--- config.mk ---
export PLATFORM = sky130hd
export DESIGN_NAME = hpdmc
export DESIGN_NICKNAME = d
export VERILOG_FILES = /design/src/hw/hpdmc_pkg.sv /design/src/hw/hpdmc.sv /design/src/hw/hpdmc_datapath.sv /design/src/hw/hpdmc_mgmt.sv /design/src/hw/hpdmc_bankstate.sv /design/src/hw/hpdmc_ctlif.sv
export SDC_FILE = /design/constraint.sdc
export NUM_CORES = 1
export LEC_CHECK = 0
export BUFFER_PORTS_ARGS = -buffer_cell sky130_fd_sc_hd__buf_2
export CAP_MARGIN = 10
export CORE_AREA = 4 4 155 157
export CTS_CLUSTER_SIZE = 12
export DETAILED_ROUTE_END_ITERATION = 7
export DIE_AREA = 0 0 159 161
export PLACE_DENSITY_LB_ADDON = 0.05
export SLEW_MARGIN = 30
export SYNTH_ARGS = -nofsm -noshare
export SYNTH_HDL_FRONTEND = slang
export SYNTH_SLANG_ARGS = --single-unit
--- constraint.sdc ---
create_clock -name sys_clk -period 3.15 [get_ports sys_clk]
set_input_delay 0.63 -clock sys_clk [delete_from_list [all_inputs] [get_ports sys_clk]]
set_output_delay 0.63 -clock sys_clk [all_outputs]
set_load 0.02 [all_outputs]
--- src/hw/hpdmc_pkg.sv ---
// HPDMC shared definitions for geometry, CSR map, SDRAM commands and request types.
`default_nettype none

package hpdmc_pkg;

	// ~~~~~~~~~~~~~~~~~~~~ Geometry
	localparam int fml_depth = 25;                         // Byte address width of FML.
	localparam int bank_bits = 2;
	localparam int row_bits = 13;
	localparam int col_bits = 9;                           // Columns count 64-bit words.
	localparam int burst_len = 4;                          // Beats per FML burst.
	localparam int cas_latency = 2;                        // READ to data at the pads.
	localparam int bank_count = 1 << bank_bits;
	localparam int beat_bits = $clog2(burst_len);
	localparam logic [beat_bits-1:0] beat_last = beat_bits'(burst_len - 1);
	localparam int col_lsb = 3;                            // Byte offset within a word.
	localparam int row_lsb = col_lsb + col_bits + bank_bits;
	localparam int row_used = fml_depth - row_lsb;         // Row bits the FML space reaches.

	// ~~~~~~~~~~~~~~~~~~~~ CSR map
	localparam logic [1:0] csr_sys = 2'd0;                 // Bypass, reset, CKE.
	localparam logic [1:0] csr_bypass = 2'd1;              // Raw pad command.
	localparam logic [1:0] csr_timing = 2'd2;              // Packed timing_t.

	// ~~~~~~~~~~~~~~~~~~~~ Commands
	// Encodings are {ras_n, cas_n, we_n}.
	localparam logic [2:0] cmd_nop = 3'b111;
	localparam logic [2:0] cmd_act = 3'b011;
	localparam logic [2:0] cmd_read = 3'b101;
	localparam logic [2:0] cmd_write = 3'b100;
	localparam logic [2:0] cmd_pre = 3'b010;
	localparam logic [2:0] cmd_ref = 3'b001;
	localparam logic [row_bits-1:0] adr_a10 = 13'h0400;   // PRE on all banks.

	typedef struct packed {
		logic cs_n;
		logic ras_n;
		logic cas_n;
		logic we_n;
		logic [bank_bits-1:0] ba;
		logic [row_bits-1:0] adr;
	} sdram_cmd_t;

	typedef struct packed {
		logic [2:0] t_rp;                                  // Precharge to activate.
		logic [2:0] t_rcd;                                 // Activate to read or write.
		logic [3:0] t_rfc;                                 // Refresh cycle time.
		logic [9:0] t_refi;                                // Refresh interval.
	} timing_t;

	typedef struct packed {
		logic we;
		logic [bank_bits-1:0] ba;
		logic [row_bits-1:0] row;
		logic [col_bits-1:0] col;
	} fml_req_t;

	typedef enum logic [1:0] {
		page_hit,
		page_miss,
		page_empty
	} page_t;

	// Deselected NOP.
	localparam sdram_cmd_t cmd_idle = {1'b1, cmd_nop, {bank_bits{1'b0}}, {row_bits{1'b0}}};
	localparam timing_t timing_rst = '{t_rp: 3'd3, t_rcd: 3'd3, t_rfc: 4'd8, t_refi: 10'd780};

endpackage

`default_nettype wire
--- src/hw/hpdmc.sv ---
// HPDMC SDRAM controller top level joining CSR, FML and the SDR pads.
`timescale 1ns/1ps
`default_nettype none

module hpdmc #(
	parameter logic [3:0] csr_addr = 4'h0
) (
	input wire sys_clk,
	input wire rst_n,

	input wire [13:0] csr_a,
	input wire csr_we,
	input wire [31:0] csr_di,
	output wire [31:0] csr_do,

	input wire [hpdmc_pkg::fml_depth-1:0] fml_adr,
	input wire fml_stb,
	input wire fml_we,
	output wire fml_ack,
	input wire [7:0] fml_sel,
	input wire [63:0] fml_di,
	output wire [63:0] fml_do,

	output wire sdram_cke,
	output wire sdram_cs_n,
	output wire sdram_ras_n,
	output wire sdram_cas_n,
	output wire sdram_we_n,
	output wire [12:0] sdram_adr,
	output wire [1:0] sdram_ba,
	output wire [7:0] sdram_dqm,
	output wire [63:0] sdram_dq_o,
	output wire sdram_dq_oe,
	input wire [63:0] sdram_dq_i
);

	hpdmc_pkg::fml_req_t req;
	hpdmc_pkg::page_t page;
	hpdmc_pkg::timing_t timing;
	hpdmc_pkg::sdram_cmd_t bypass_cmd;
	hpdmc_pkg::sdram_cmd_t mgmt_cmd;
	hpdmc_pkg::sdram_cmd_t pad_cmd;
	logic bypass;
	logic sdram_rst;
	logic bypass_cmd_valid;
	logic bank_open;
	logic bank_close;
	logic close_all;
	logic rd_issue;
	logic wr_issue;
	logic burst_busy;

	// ~~~~~~~~~~~~~~~~~~~~ Request decode
	// Column lowest, then bank, then row.
	assign req = '{
		we: fml_we,
		ba: fml_adr[hpdmc_pkg::col_lsb + hpdmc_pkg::col_bits +: hpdmc_pkg::bank_bits],
		row: {{(hpdmc_pkg::row_bits - hpdmc_pkg::row_used){1'b0}},
			fml_adr[hpdmc_pkg::fml_depth-1:hpdmc_pkg::row_lsb]},
		col: fml_adr[hpdmc_pkg::col_lsb +: hpdmc_pkg::col_bits]
	};

	// ~~~~~~~~~~~~~~~~~~~~ Pad command mux
	assign pad_cmd = !bypass ? mgmt_cmd :
		(bypass_cmd_valid ? bypass_cmd : hpdmc_pkg::cmd_idle); // Software owns pads in bypass.
	assign sdram_cs_n = pad_cmd.cs_n;
	assign sdram_ras_n = pad_cmd.ras_n;
	assign sdram_cas_n = pad_cmd.cas_n;
	assign sdram_we_n = pad_cmd.we_n;
	assign sdram_adr = pad_cmd.adr;
	assign sdram_ba = pad_cmd.ba;

	hpdmc_ctlif #(
		.csr_addr(csr_addr)
	) ctlif_i (
		.sys_clk(sys_clk),
		.rst_n(rst_n),
		.csr_a(csr_a),
		.csr_we(csr_we),
		.csr_di(csr_di),
		.csr_do(csr_do),
		.bypass(bypass),
		.sdram_rst(sdram_rst),
		.cke(sdram_cke),
		.bypass_cmd_valid(bypass_cmd_valid),
		.bypass_cmd(bypass_cmd),
		.timing(timing)
	);

	hpdmc_bankstate bankstate_i (
		.sys_clk(sys_clk),
		.rst_n(rst_n),
		.req(req),
		.page(page),
		.bank_open(bank_open),
		.bank_close(bank_close),
		.close_all(close_all)
	);

	hpdmc_mgmt mgmt_i (
		.sys_clk(sys_clk),
		.rst_n(rst_n),
		.bypass(bypass),
		.sdram_rst(sdram_rst),
		.timing(timing),
		.fml_stb(fml_stb),
		.req(req),
		.page(page),
		.cmd(mgmt_cmd),
		.bank_open(bank_open),
		.bank_close(bank_close),
		.close_all(close_all),
		.rd_issue(rd_issue),
		.wr_issue(wr_issue),
		.burst_busy(burst_busy)
	);

	hpdmc_datapath datapath_i (
		.sys_clk(sys_clk),
		.rst_n(rst_n),
		.rd_issue(rd_issue),
		.wr_issue(wr_issue),
		.fml_di(fml_di),
		.fml_sel(fml_sel),
		.fml_do(fml_do),
		.fml_ack(fml_ack),
		.sdram_dq_o(sdram_dq_o),
		.sdram_dq_oe(sdram_dq_oe),
		.sdram_dqm(sdram_dqm),
		.sdram_dq_i(sdram_dq_i),
		.burst_busy(burst_busy)
	);

endmodule

`default_nettype wire

--- src/hw/hpdmc_datapath.sv ---
// HPDMC data path for masked write beats, CAS-latency read timing and FML acknowledge.
`timescale 1ns/1ps
`default_nettype none

module hpdmc_datapath (
	input wire sys_clk,
	input wire rst_n,
	input wire rd_issue,
	input wire wr_issue,
	input wire [63:0] fml_di,
	input wire [7:0] fml_sel,
	output logic [63:0] fml_do,
	output logic fml_ack,
	output logic [63:0] sdram_dq_o,
	output logic sdram_dq_oe,
	output logic [7:0] sdram_dqm,
	input wire [63:0] sdram_dq_i,
	output logic burst_busy                                // Holds the FSM in its wait state.
);

	logic [hpdmc_pkg::beat_bits-1:0] wr_left;              // Write beats after the first.
	logic [hpdmc_pkg::beat_bits-1:0] rd_left;              // Read beats after the first.
	logic [hpdmc_pkg::cas_latency-1:0] rd_pipe;            // READ delayed to first data.
	logic rd_first;
	logic rd_valid;

	always_ff @(posedge sys_clk) begin
		if (!rst_n) begin
			wr_left <= '0;
			rd_left <= '0;
			rd_pipe <= '0;
		end else begin
			rd_pipe <= {rd_pipe[hpdmc_pkg::cas_latency-2:0], rd_issue};
			if (wr_issue)
				wr_left <= hpdmc_pkg::beat_last;
			else if (wr_left != '0)
				wr_left <= wr_left - 1'b1;
			if (rd_first)
				rd_left <= hpdmc_pkg::beat_last;
			else if (rd_left != '0)
				rd_left <= rd_left - 1'b1;
		end
	end

	// ~~~~~~~~~~~~~~~~~~~~ Write
	// First beat leaves with the WRITE command.
	assign sdram_dq_oe = wr_issue | (wr_left != '0);
	assign sdram_dq_o = fml_di;
	assign sdram_dqm = sdram_dq_oe ? ~fml_sel : '0;       // Unselected bytes masked.

	// ~~~~~~~~~~~~~~~~~~~~ Read
	assign rd_first = rd_pipe[hpdmc_pkg::cas_latency-1];  // First data at the pads.
	assign rd_valid = rd_first | (rd_left != '0);
	assign fml_do = rd_valid ? sdram_dq_i : '0;

	assign fml_ack = wr_issue | rd_first;
	assign burst_busy = sdram_dq_oe | rd_issue | (|rd_pipe) | rd_valid;

endmodule

`default_nettype wire

--- src/hw/hpdmc_mgmt.sv ---
// HPDMC control FSM sequencing precharge, activate, read, write and auto-refresh commands.
`timescale 1ns/1ps
`default_nettype none

module hpdmc_mgmt (
	input wire sys_clk,
	input wire rst_n,
	input wire bypass,
	input wire sdram_rst,
	input wire hpdmc_pkg::timing_t timing,
	input wire fml_stb,
	input wire hpdmc_pkg::fml_req_t req,
	input wire hpdmc_pkg::page_t page,
	output hpdmc_pkg::sdram_cmd_t cmd,                     // Registered pad command.
	output logic bank_open,
	output logic bank_close,
	output logic close_all,
	output logic rd_issue,                                 // High with READ on the pads.
	output logic wr_issue,                                 // High with WRITE on the pads.
	input wire burst_busy
);

	typedef enum logic [2:0] {
		s_idle,
		s_pre,
		s_act,
		s_rw,
		s_wait,
		s_ref
	} state_t;

	state_t state;
	logic [3:0] timer;                                     // Shared t_rp, t_rcd, t_rfc count.
	logic [9:0] refi_cnt;
	logic ref_pending;                                     // Refresh interval elapsed.
	logic pre_all;                                         // Last PRE closed every bank.
	logic halted;
	logic [hpdmc_pkg::row_bits-1:0] col_adr;

	assign halted = bypass | sdram_rst;
	assign col_adr = {{(hpdmc_pkg::row_bits - hpdmc_pkg::col_bits){1'b0}}, req.col}; // A10 low.

	function automatic hpdmc_pkg::sdram_cmd_t mk_cmd(
		input logic [2:0] code,
		input logic [hpdmc_pkg::bank_bits-1:0] ba,
		input logic [hpdmc_pkg::row_bits-1:0] adr
	);
		hpdmc_pkg::sdram_cmd_t c;
		c.cs_n = 1'b0;
		{c.ras_n, c.cas_n, c.we_n} = code;
		c.ba = ba;
		c.adr = adr;
		return c;
	endfunction

	always_ff @(posedge sys_clk) begin
		if (!rst_n) begin
			state <= s_idle;
			timer <= '0;
			refi_cnt <= '0;
			ref_pending <= 1'b0;
			pre_all <= 1'b0;
			cmd <= hpdmc_pkg::cmd_idle;
			bank_open <= 1'b0;
			bank_close <= 1'b0;
			close_all <= 1'b0;
			rd_issue <= 1'b0;
			wr_issue <= 1'b0;
		end else begin
			cmd <= hpdmc_pkg::cmd_idle;                    // Deselect unless a command goes out.
			bank_open <= 1'b0;
			bank_close <= 1'b0;
			close_all <= halted;                           // Software owns the banks.
			rd_issue <= 1'b0;
			wr_issue <= 1'b0;
			if (timer != '0)
				timer <= timer - 1'b1;

			case (state)
				s_idle: begin
					if (!halted && ref_pending) begin
						cmd <= mk_cmd(hpdmc_pkg::cmd_pre, '0, hpdmc_pkg::adr_a10);
						close_all <= 1'b1;
						pre_all <= 1'b1;
						timer <= {1'b0, timing.t_rp};
						state <= s_pre;
					end else if (!halted && fml_stb) begin
						case (page)
							hpdmc_pkg::page_hit: state <= s_rw;
							hpdmc_pkg::page_miss: begin
								cmd <= mk_cmd(hpdmc_pkg::cmd_pre, req.ba, '0);
								bank_close <= 1'b1;
								timer <= {1'b0, timing.t_rp};
								state <= s_pre;
							end
							default: begin
								cmd <= mk_cmd(hpdmc_pkg::cmd_act, req.ba, req.row);
								bank_open <= 1'b1;
								timer <= {1'b0, timing.t_rcd};
								state <= s_act;
							end
						endcase
					end
				end
				s_pre: begin
					if (timer == '0 && pre_all) begin
						cmd <= mk_cmd(hpdmc_pkg::cmd_ref, '0, '0);
						pre_all <= 1'b0;
						ref_pending <= 1'b0;
						timer <= timing.t_rfc;
						state <= s_ref;
					end else if (timer == '0) begin
						state <= s_idle;                   // Idle opens the new row.
					end
				end
				s_act: if (timer == '0) state <= s_rw;
				s_rw: begin
					cmd <= mk_cmd(req.we ? hpdmc_pkg::cmd_write : hpdmc_pkg::cmd_read,
						req.ba, col_adr);
					wr_issue <= req.we;
					rd_issue <= ~req.we;
					state <= s_wait;
				end
				s_wait: if (!burst_busy) state <= s_idle;  // Datapath ends the burst.
				s_ref: if (timer == '0) state <= s_idle;
				default: state <= s_idle;
			endcase

			// ~~~~~~~~~~~~~~~~~~~~ Refresh interval
			if (halted) begin
				refi_cnt <= timing.t_refi;
				ref_pending <= 1'b0;
			end else if (refi_cnt == '0) begin
				refi_cnt <= timing.t_refi;
				ref_pending <= 1'b1;
			end else begin
				refi_cnt <= refi_cnt - 1'b1;
			end
		end
	end

	// Column commands only go to a row the bank table reports open.
	a_rw_on_hit: assert property (@(posedge sys_clk) disable iff (!rst_n)
		(rd_issue || wr_issue) |-> $past(page == hpdmc_pkg::page_hit))
		else $error("READ or WRITE issued without a page hit");

endmodule

`default_nettype wire

--- src/hw/hpdmc_bankstate.sv ---
// HPDMC open-row table per bank with page hit, miss or empty lookup for the pending request.
`timescale 1ns/1ps
`default_nettype none

module hpdmc_bankstate (
	input wire sys_clk,
	input wire rst_n,
	input wire hpdmc_pkg::fml_req_t req,
	output hpdmc_pkg::page_t page,
	input wire bank_open,                                  // ACT issued to req.ba.
	input wire bank_close,                                 // PRE issued to req.ba.
	input wire close_all                                   // PRE all, or controller halted.
);

	logic [hpdmc_pkg::bank_count-1:0] valid;               // Bank holds an open row.
	logic [hpdmc_pkg::row_bits-1:0] open_row [hpdmc_pkg::bank_count];

	always_comb begin
		if (!valid[req.ba])
			page = hpdmc_pkg::page_empty;
		else if (open_row[req.ba] == req.row)
			page = hpdmc_pkg::page_hit;
		else
			page = hpdmc_pkg::page_miss;
	end

	always_ff @(posedge sys_clk) begin
		if (!rst_n || close_all)
			valid <= '0;
		else if (bank_open)
			valid[req.ba] <= 1'b1;
		else if (bank_close)
			valid[req.ba] <= 1'b0;
	end

	// Row address latched on ACT.
	always_ff @(posedge sys_clk) begin
		if (bank_open)
			open_row[req.ba] <= req.row;
	end

	// The control FSM must precharge before opening a bank again.
	a_open_free_bank: assert property (@(posedge sys_clk) disable iff (!rst_n)
		bank_open |-> !valid[req.ba])
		else $error("activate issued to a bank that already has an open row");

endmodule

`default_nettype wire

--- src/hw/hpdmc_ctlif.sv ---
// HPDMC CSR block holding system control, the bypass command strobe and SDRAM timing.
`timescale 1ns/1ps
`default_nettype none

module hpdmc_ctlif #(
	parameter logic [3:0] csr_addr = 4'h0
) (
	input wire sys_clk,
	input wire rst_n,
	input wire [13:0] csr_a,
	input wire csr_we,
	input wire [31:0] csr_di,
	output logic [31:0] csr_do,
	output logic bypass,                                   // Pads belong to software.
	output logic sdram_rst,                                // Holds the controller FSM idle.
	output logic cke,
	output logic bypass_cmd_valid,                         // One cycle per CSR write.
	output hpdmc_pkg::sdram_cmd_t bypass_cmd,
	output hpdmc_pkg::timing_t timing
);

	logic sel;
	logic [1:0] word;

	assign sel = csr_a[13:10] == csr_addr;                 // Block select.
	assign word = csr_a[1:0];

	always_ff @(posedge sys_clk) begin
		if (!rst_n) begin
			bypass <= 1'b1;                                // Boot code runs the init sequence.
			sdram_rst <= 1'b1;
			cke <= 1'b0;
			bypass_cmd_valid <= 1'b0;
			bypass_cmd <= hpdmc_pkg::cmd_idle;
			timing <= hpdmc_pkg::timing_rst;
			csr_do <= '0;
		end else begin
			bypass_cmd_valid <= 1'b0;
			if (sel && csr_we) begin
				case (word)
					hpdmc_pkg::csr_sys: begin
						bypass <= csr_di[0];
						sdram_rst <= csr_di[1];
						cke <= csr_di[2];
					end
					hpdmc_pkg::csr_bypass: begin
						// Strobe bits are active high here.
						bypass_cmd_valid <= 1'b1;
						bypass_cmd.cs_n <= ~csr_di[0];
						bypass_cmd.we_n <= ~csr_di[1];
						bypass_cmd.cas_n <= ~csr_di[2];
						bypass_cmd.ras_n <= ~csr_di[3];
						bypass_cmd.adr <= csr_di[16:4];
						bypass_cmd.ba <= csr_di[18:17];
					end
					hpdmc_pkg::csr_timing: timing <= hpdmc_pkg::timing_t'(csr_di[19:0]);
					default: ;
				endcase
			end

			// ~~~~~~~~~~~~~~~~~~~~ Readback
			csr_do <= '0;                                  // Zero outside the block.
			if (sel) begin
				case (word)
					hpdmc_pkg::csr_sys: csr_do <= {29'd0, cke, sdram_rst, bypass};
					hpdmc_pkg::csr_bypass: csr_do <= {13'd0, bypass_cmd.ba, bypass_cmd.adr,
						~bypass_cmd.ras_n, ~bypass_cmd.cas_n, ~bypass_cmd.we_n,
						~bypass_cmd.cs_n};
					hpdmc_pkg::csr_timing: csr_do <= {12'd0, timing};
					default: ;
				endcase
			end
		end
	end

	// A bypass command owns the pads for a single cycle.
	a_bypass_pulse: assert property (@(posedge sys_clk) disable iff (!rst_n)
		bypass_cmd_valid |=> !bypass_cmd_valid)
		else $error("bypass command strobe held longer than one cycle");

endmodule

`default_nettype wire

==> run_results.csv <==
group,metric,value,unit
logic_synthesis,synthCells,832,
timing,period_minus_slack,2.79,ns
floorplan,die_area,0.0256,mm2
timing,fin_setup_tns,0,ns
final_layout,regArea,0.00360,mm2
logic_synthesis,synth.avg_cell_area,9.21,um2
placed_design,dp_slack,-0.0181,ns
drt,drt_iter0_markers,299,
floorplan,initial_core_util,0.340,
drt,detailedRoute.firstPassIterationCount,7,
logic_synthesis,synth_top_flop_cell,"dfxtp_1",
logic_synthesis,synth-xor-area-share,0.0263,
logic_synthesis,async_reset_ff_frac,0,
min_path,class_of_the_worst_hold_path,"in2reg",
placed_design,place_hpwl,19700,um
floorplan,die_w,159,um
clock_network,cts_root_buf,"clkbuf_16",
grt,overall_fraction_of_global_route_tracks_in_use,0.195,
critical_path,cp.required,2.52,ns
grt,grt_antenna_before_repair,2,
power,comb_power_share,0.266,
power,total_switching_power,1.91,mW
final_layout,area_delta_synth_final,21.3,%
power,power.ir.vdd_worst,393,uV
timing,worst_clock_skew,0.0124,ns
clock_network,postCtsResizedCells,0,
logic_synthesis,synth_cell_types,54,
floorplan,die-height,161,um
power,p_per_area,609,mW/mm2
logic_synthesis,seq_total_area_yosys,0.470,
timing,finalSetupViolCount,0,
logic_synthesis,largest_family_of_logic_cells_by_synthesized_area,"simple AND/OR/NAND/NOR gates",
timing,hold-worst-slack,0.384,ns
grt,vias_in_the_first_global_route,6338,
floorplan,num_io_pins,402,
power,sequentialPowerShare,0.382,
placed_design,globalplace.congestion,0.837,
job,timing.max_cap.violations,0,
logic_synthesis,yosys.area_share.adder,0.00653,
grt,wire_length_of_the_first_global_routing_pass,38800,um
logic_synthesis,synth_enable_flop_cells,44,
clock_network,clock_tree.htree_level_count,4,
final_layout,area_of_the_multi_input_gates,0.00322,mm2
drt,route.detailed.drc,0,
critical_path,end_kind,"output port",
timing,period_share,0.887,
clock_network,cts.repair_timing.setup_buffer_count,0,
timing,final_critical_path_setup_slack,0.356,ns
timing,max_slew_margin,0.509,
timing,maxSlewViolCount,0,
timing,fmax_achieved,358,MHz
grt,overflow,0,
power,p_int,3.75,mW
power,clock_network_fraction_of_design_power,0.353,
timing,finalHoldViolCount,0,
critical_path,timing.critical_path.slowest_cell_delay,0.46,ns
timing,worst_pin_slew,0.737,ns
clock_network,insertion_delay,0.43,ns
drt,route.final.wire_length,25800,um
floorplan,core_area,0.0225,mm2
power,power_switching_share,0.337,
logic_synthesis,yosys_warnings,0,
clock_network,clock_sink_count,158,
clock_network,cts-root-to-sink-buffers,2,
final_layout,fin_nets,1222,
power,power.leakage,4.14,nW
logic_synthesis,synth_seq_cells,158,
clock_network,post_cts_hold_buffer_count,0,
drt,routedWlPerCell,19.8,um
placed_design,place.port_buffers,238,
status,outcome,"finished clean",
critical_path,cp_max_fo,42,
critical_path,critical_path.cell_chain,"inv_1 > ha_1 > nand2b_2 > buf_4 > and2_1 > buf_2",
drt,drt-vias-per-instance,4.79,
final_layout,fill_cells,2311,
logic_synthesis,synth_compound_gate_area_share,0.121,
final_layout,final_layout_size_suffix_gt1_frac,0.309,
clock_network,tritoncts.num_buffers,17,
grt,grt_start_max_net_pins,58,
logic_synthesis,muxShareOfSynthArea,0.0493,
floorplan,row_count,55,
critical_path,critPathLaunchType,"flop",
final_layout,ant_cells,0,
timing,grt_setup_unrepaired,"no",
drt,ant_nets,0,
clock_network,cts.reportedPaths.clkPinSlew,0.07,ns
critical_path,start_to_end_type_of_the_worst_setup_path,"reg2out",
logic_synthesis,synth_simple_gate_area_share,0.211,
logic_synthesis,mappedNetlistArea,0.00766,mm2
drt,vias,6244,
critical_path,cp.arrival,2.16,ns
critical_path,worst_path_max_delay_cell,"nand2b_2",
clock_network,tritoncts_clock_tree,"yes",
==> flip-flops by register name, indices dropped and copies added, names as in the netlist, 2 cells and up, named ones only <==
signal and flops:
datapath_i.wr_left 2, mgmt_i.refi_cnt 10, datapath_i.rd_left 2, mgmt_i.state 3, ctlif_i.bypass_cmd 19, ctlif_i.csr_do 20, datapath_i.rd_pipe 2, bankstate_i.open_row 44
mgmt_i.timer 4, ctlif_i.timing 20, mgmt_i.cmd 17
==> critical path: cells and delay by family (launching register included) <==
kind / cells / cell delay, ns
fa+ha+maj: 1 / 0.24
simple gates: 2 / 0.62
flops: 1 / 0.34
buf+inv: 3 / 0.54
==> logic make-up (layout without fill, tap and decap cells) <==
| family | count (synthesis) | in the layout |
|---|---|---|
| AND/OR/NAND/NOR | 333 | 333 |
| multiplexers | 25 | 25 |
| buffers and inverters | 155 | 331 |
| other | 1 | 12 |
| flip-flops | 158 | 158 |
| XOR/XNOR | 23 | 23 |
| AO/OA/AOI/OAI | 133 | 133 |
| adder cells (fa/ha/maj) | 4 | 4 |
==> synthesized netlist by cell type (all sizes together) (10+ instances only) <==
cell type / n / area, um2
mux4: 10 / 225
clkbuf: 40 / 150
xnor2: 16 / 140
and2: 70 / 438
nand2: 109 / 409
mux2i: 13 / 130
nor2: 69 / 259
nand3: 30 / 150
o21ai: 21 / 105
a21boi: 27 / 203
buf: 84 / 617
inv: 31 / 116
a22oi: 25 / 188
edfxtp: 44 / 1320
dfxtp: 114 / 2280
a21oi: 21 / 105
nor3: 14 / 75.1
==> cell usage in the layout (no fill, tap or decap), drive strengths merged, types with 13 or more instances in the layout <==
cell type and instances:
clkbuf 17, a21oi 21, dfxtp 114, nor2 69, and2 70, o21ai 21
buf 268, nand3 30, xnor2 16, nor3 14, mux2i 13, inv 40
a21boi 27, nand2 109, a22oi 25, edfxtp 44
==> final cells by class <==
class,count,share of cell area
multi-input cells,530,0.346
clock inverters,15,0.0157
clock buffers,17,0.0458
well taps,285,0.0384
repair buffers,268,0.154
inverters,31,0.0125
flip-flops and latches,158,0.388
==> power by group through the flow <==
stage               registers (mW)  logic [mW]  clock network [mW]
floorplan                     2.20        1.12                   0
global placement              2.21        1.52                   0
detailed placement            2.21        1.52                   0
CTS                           2.16        1.52                2.04
global route                  2.16        1.65                2.15
finish                        2.16        1.50                1.99
==> final timing paths <==
path                         startpoint                     to  slack (ns)  cells past startpoint
min reg2reg       datapath_i.rd_pipe[0]  datapath_i.rd_pipe[1]        0.45                      1
min                              fml_we        mgmt_i.rd_issue        0.38                      2
max               datapath_i.rd_left[0]             fml_do[60]        0.36                      6
max reg2reg  bankstate_i.open_row[0][6]         mgmt_i.cmd[13]        0.60                      8
==> through the flow <==
step,util,power (mW),cells,area [um2]
after floorplan,-,3.32,843,7700
after global placement,0.388,3.72,1272,8720
after detailed placement,0.388,3.72,1272,8720
after CTS,0.413,5.72,1304,9300
after global routing,0.413,5.96,1304,9300
final,0.413,5.66,1304,9300
==> routing by layer <==
metal,GRT usage,share of wire,vias to the layer above
li1,-,-,3073
met1,0.241,0.42,2882
met2,0.339,0.49,245
met4,0.0462,0.014,4
met5,0,0.00081,-
met3,0.0569,0.070,40
No activity file was read; power rests on OpenSTA's default activity.
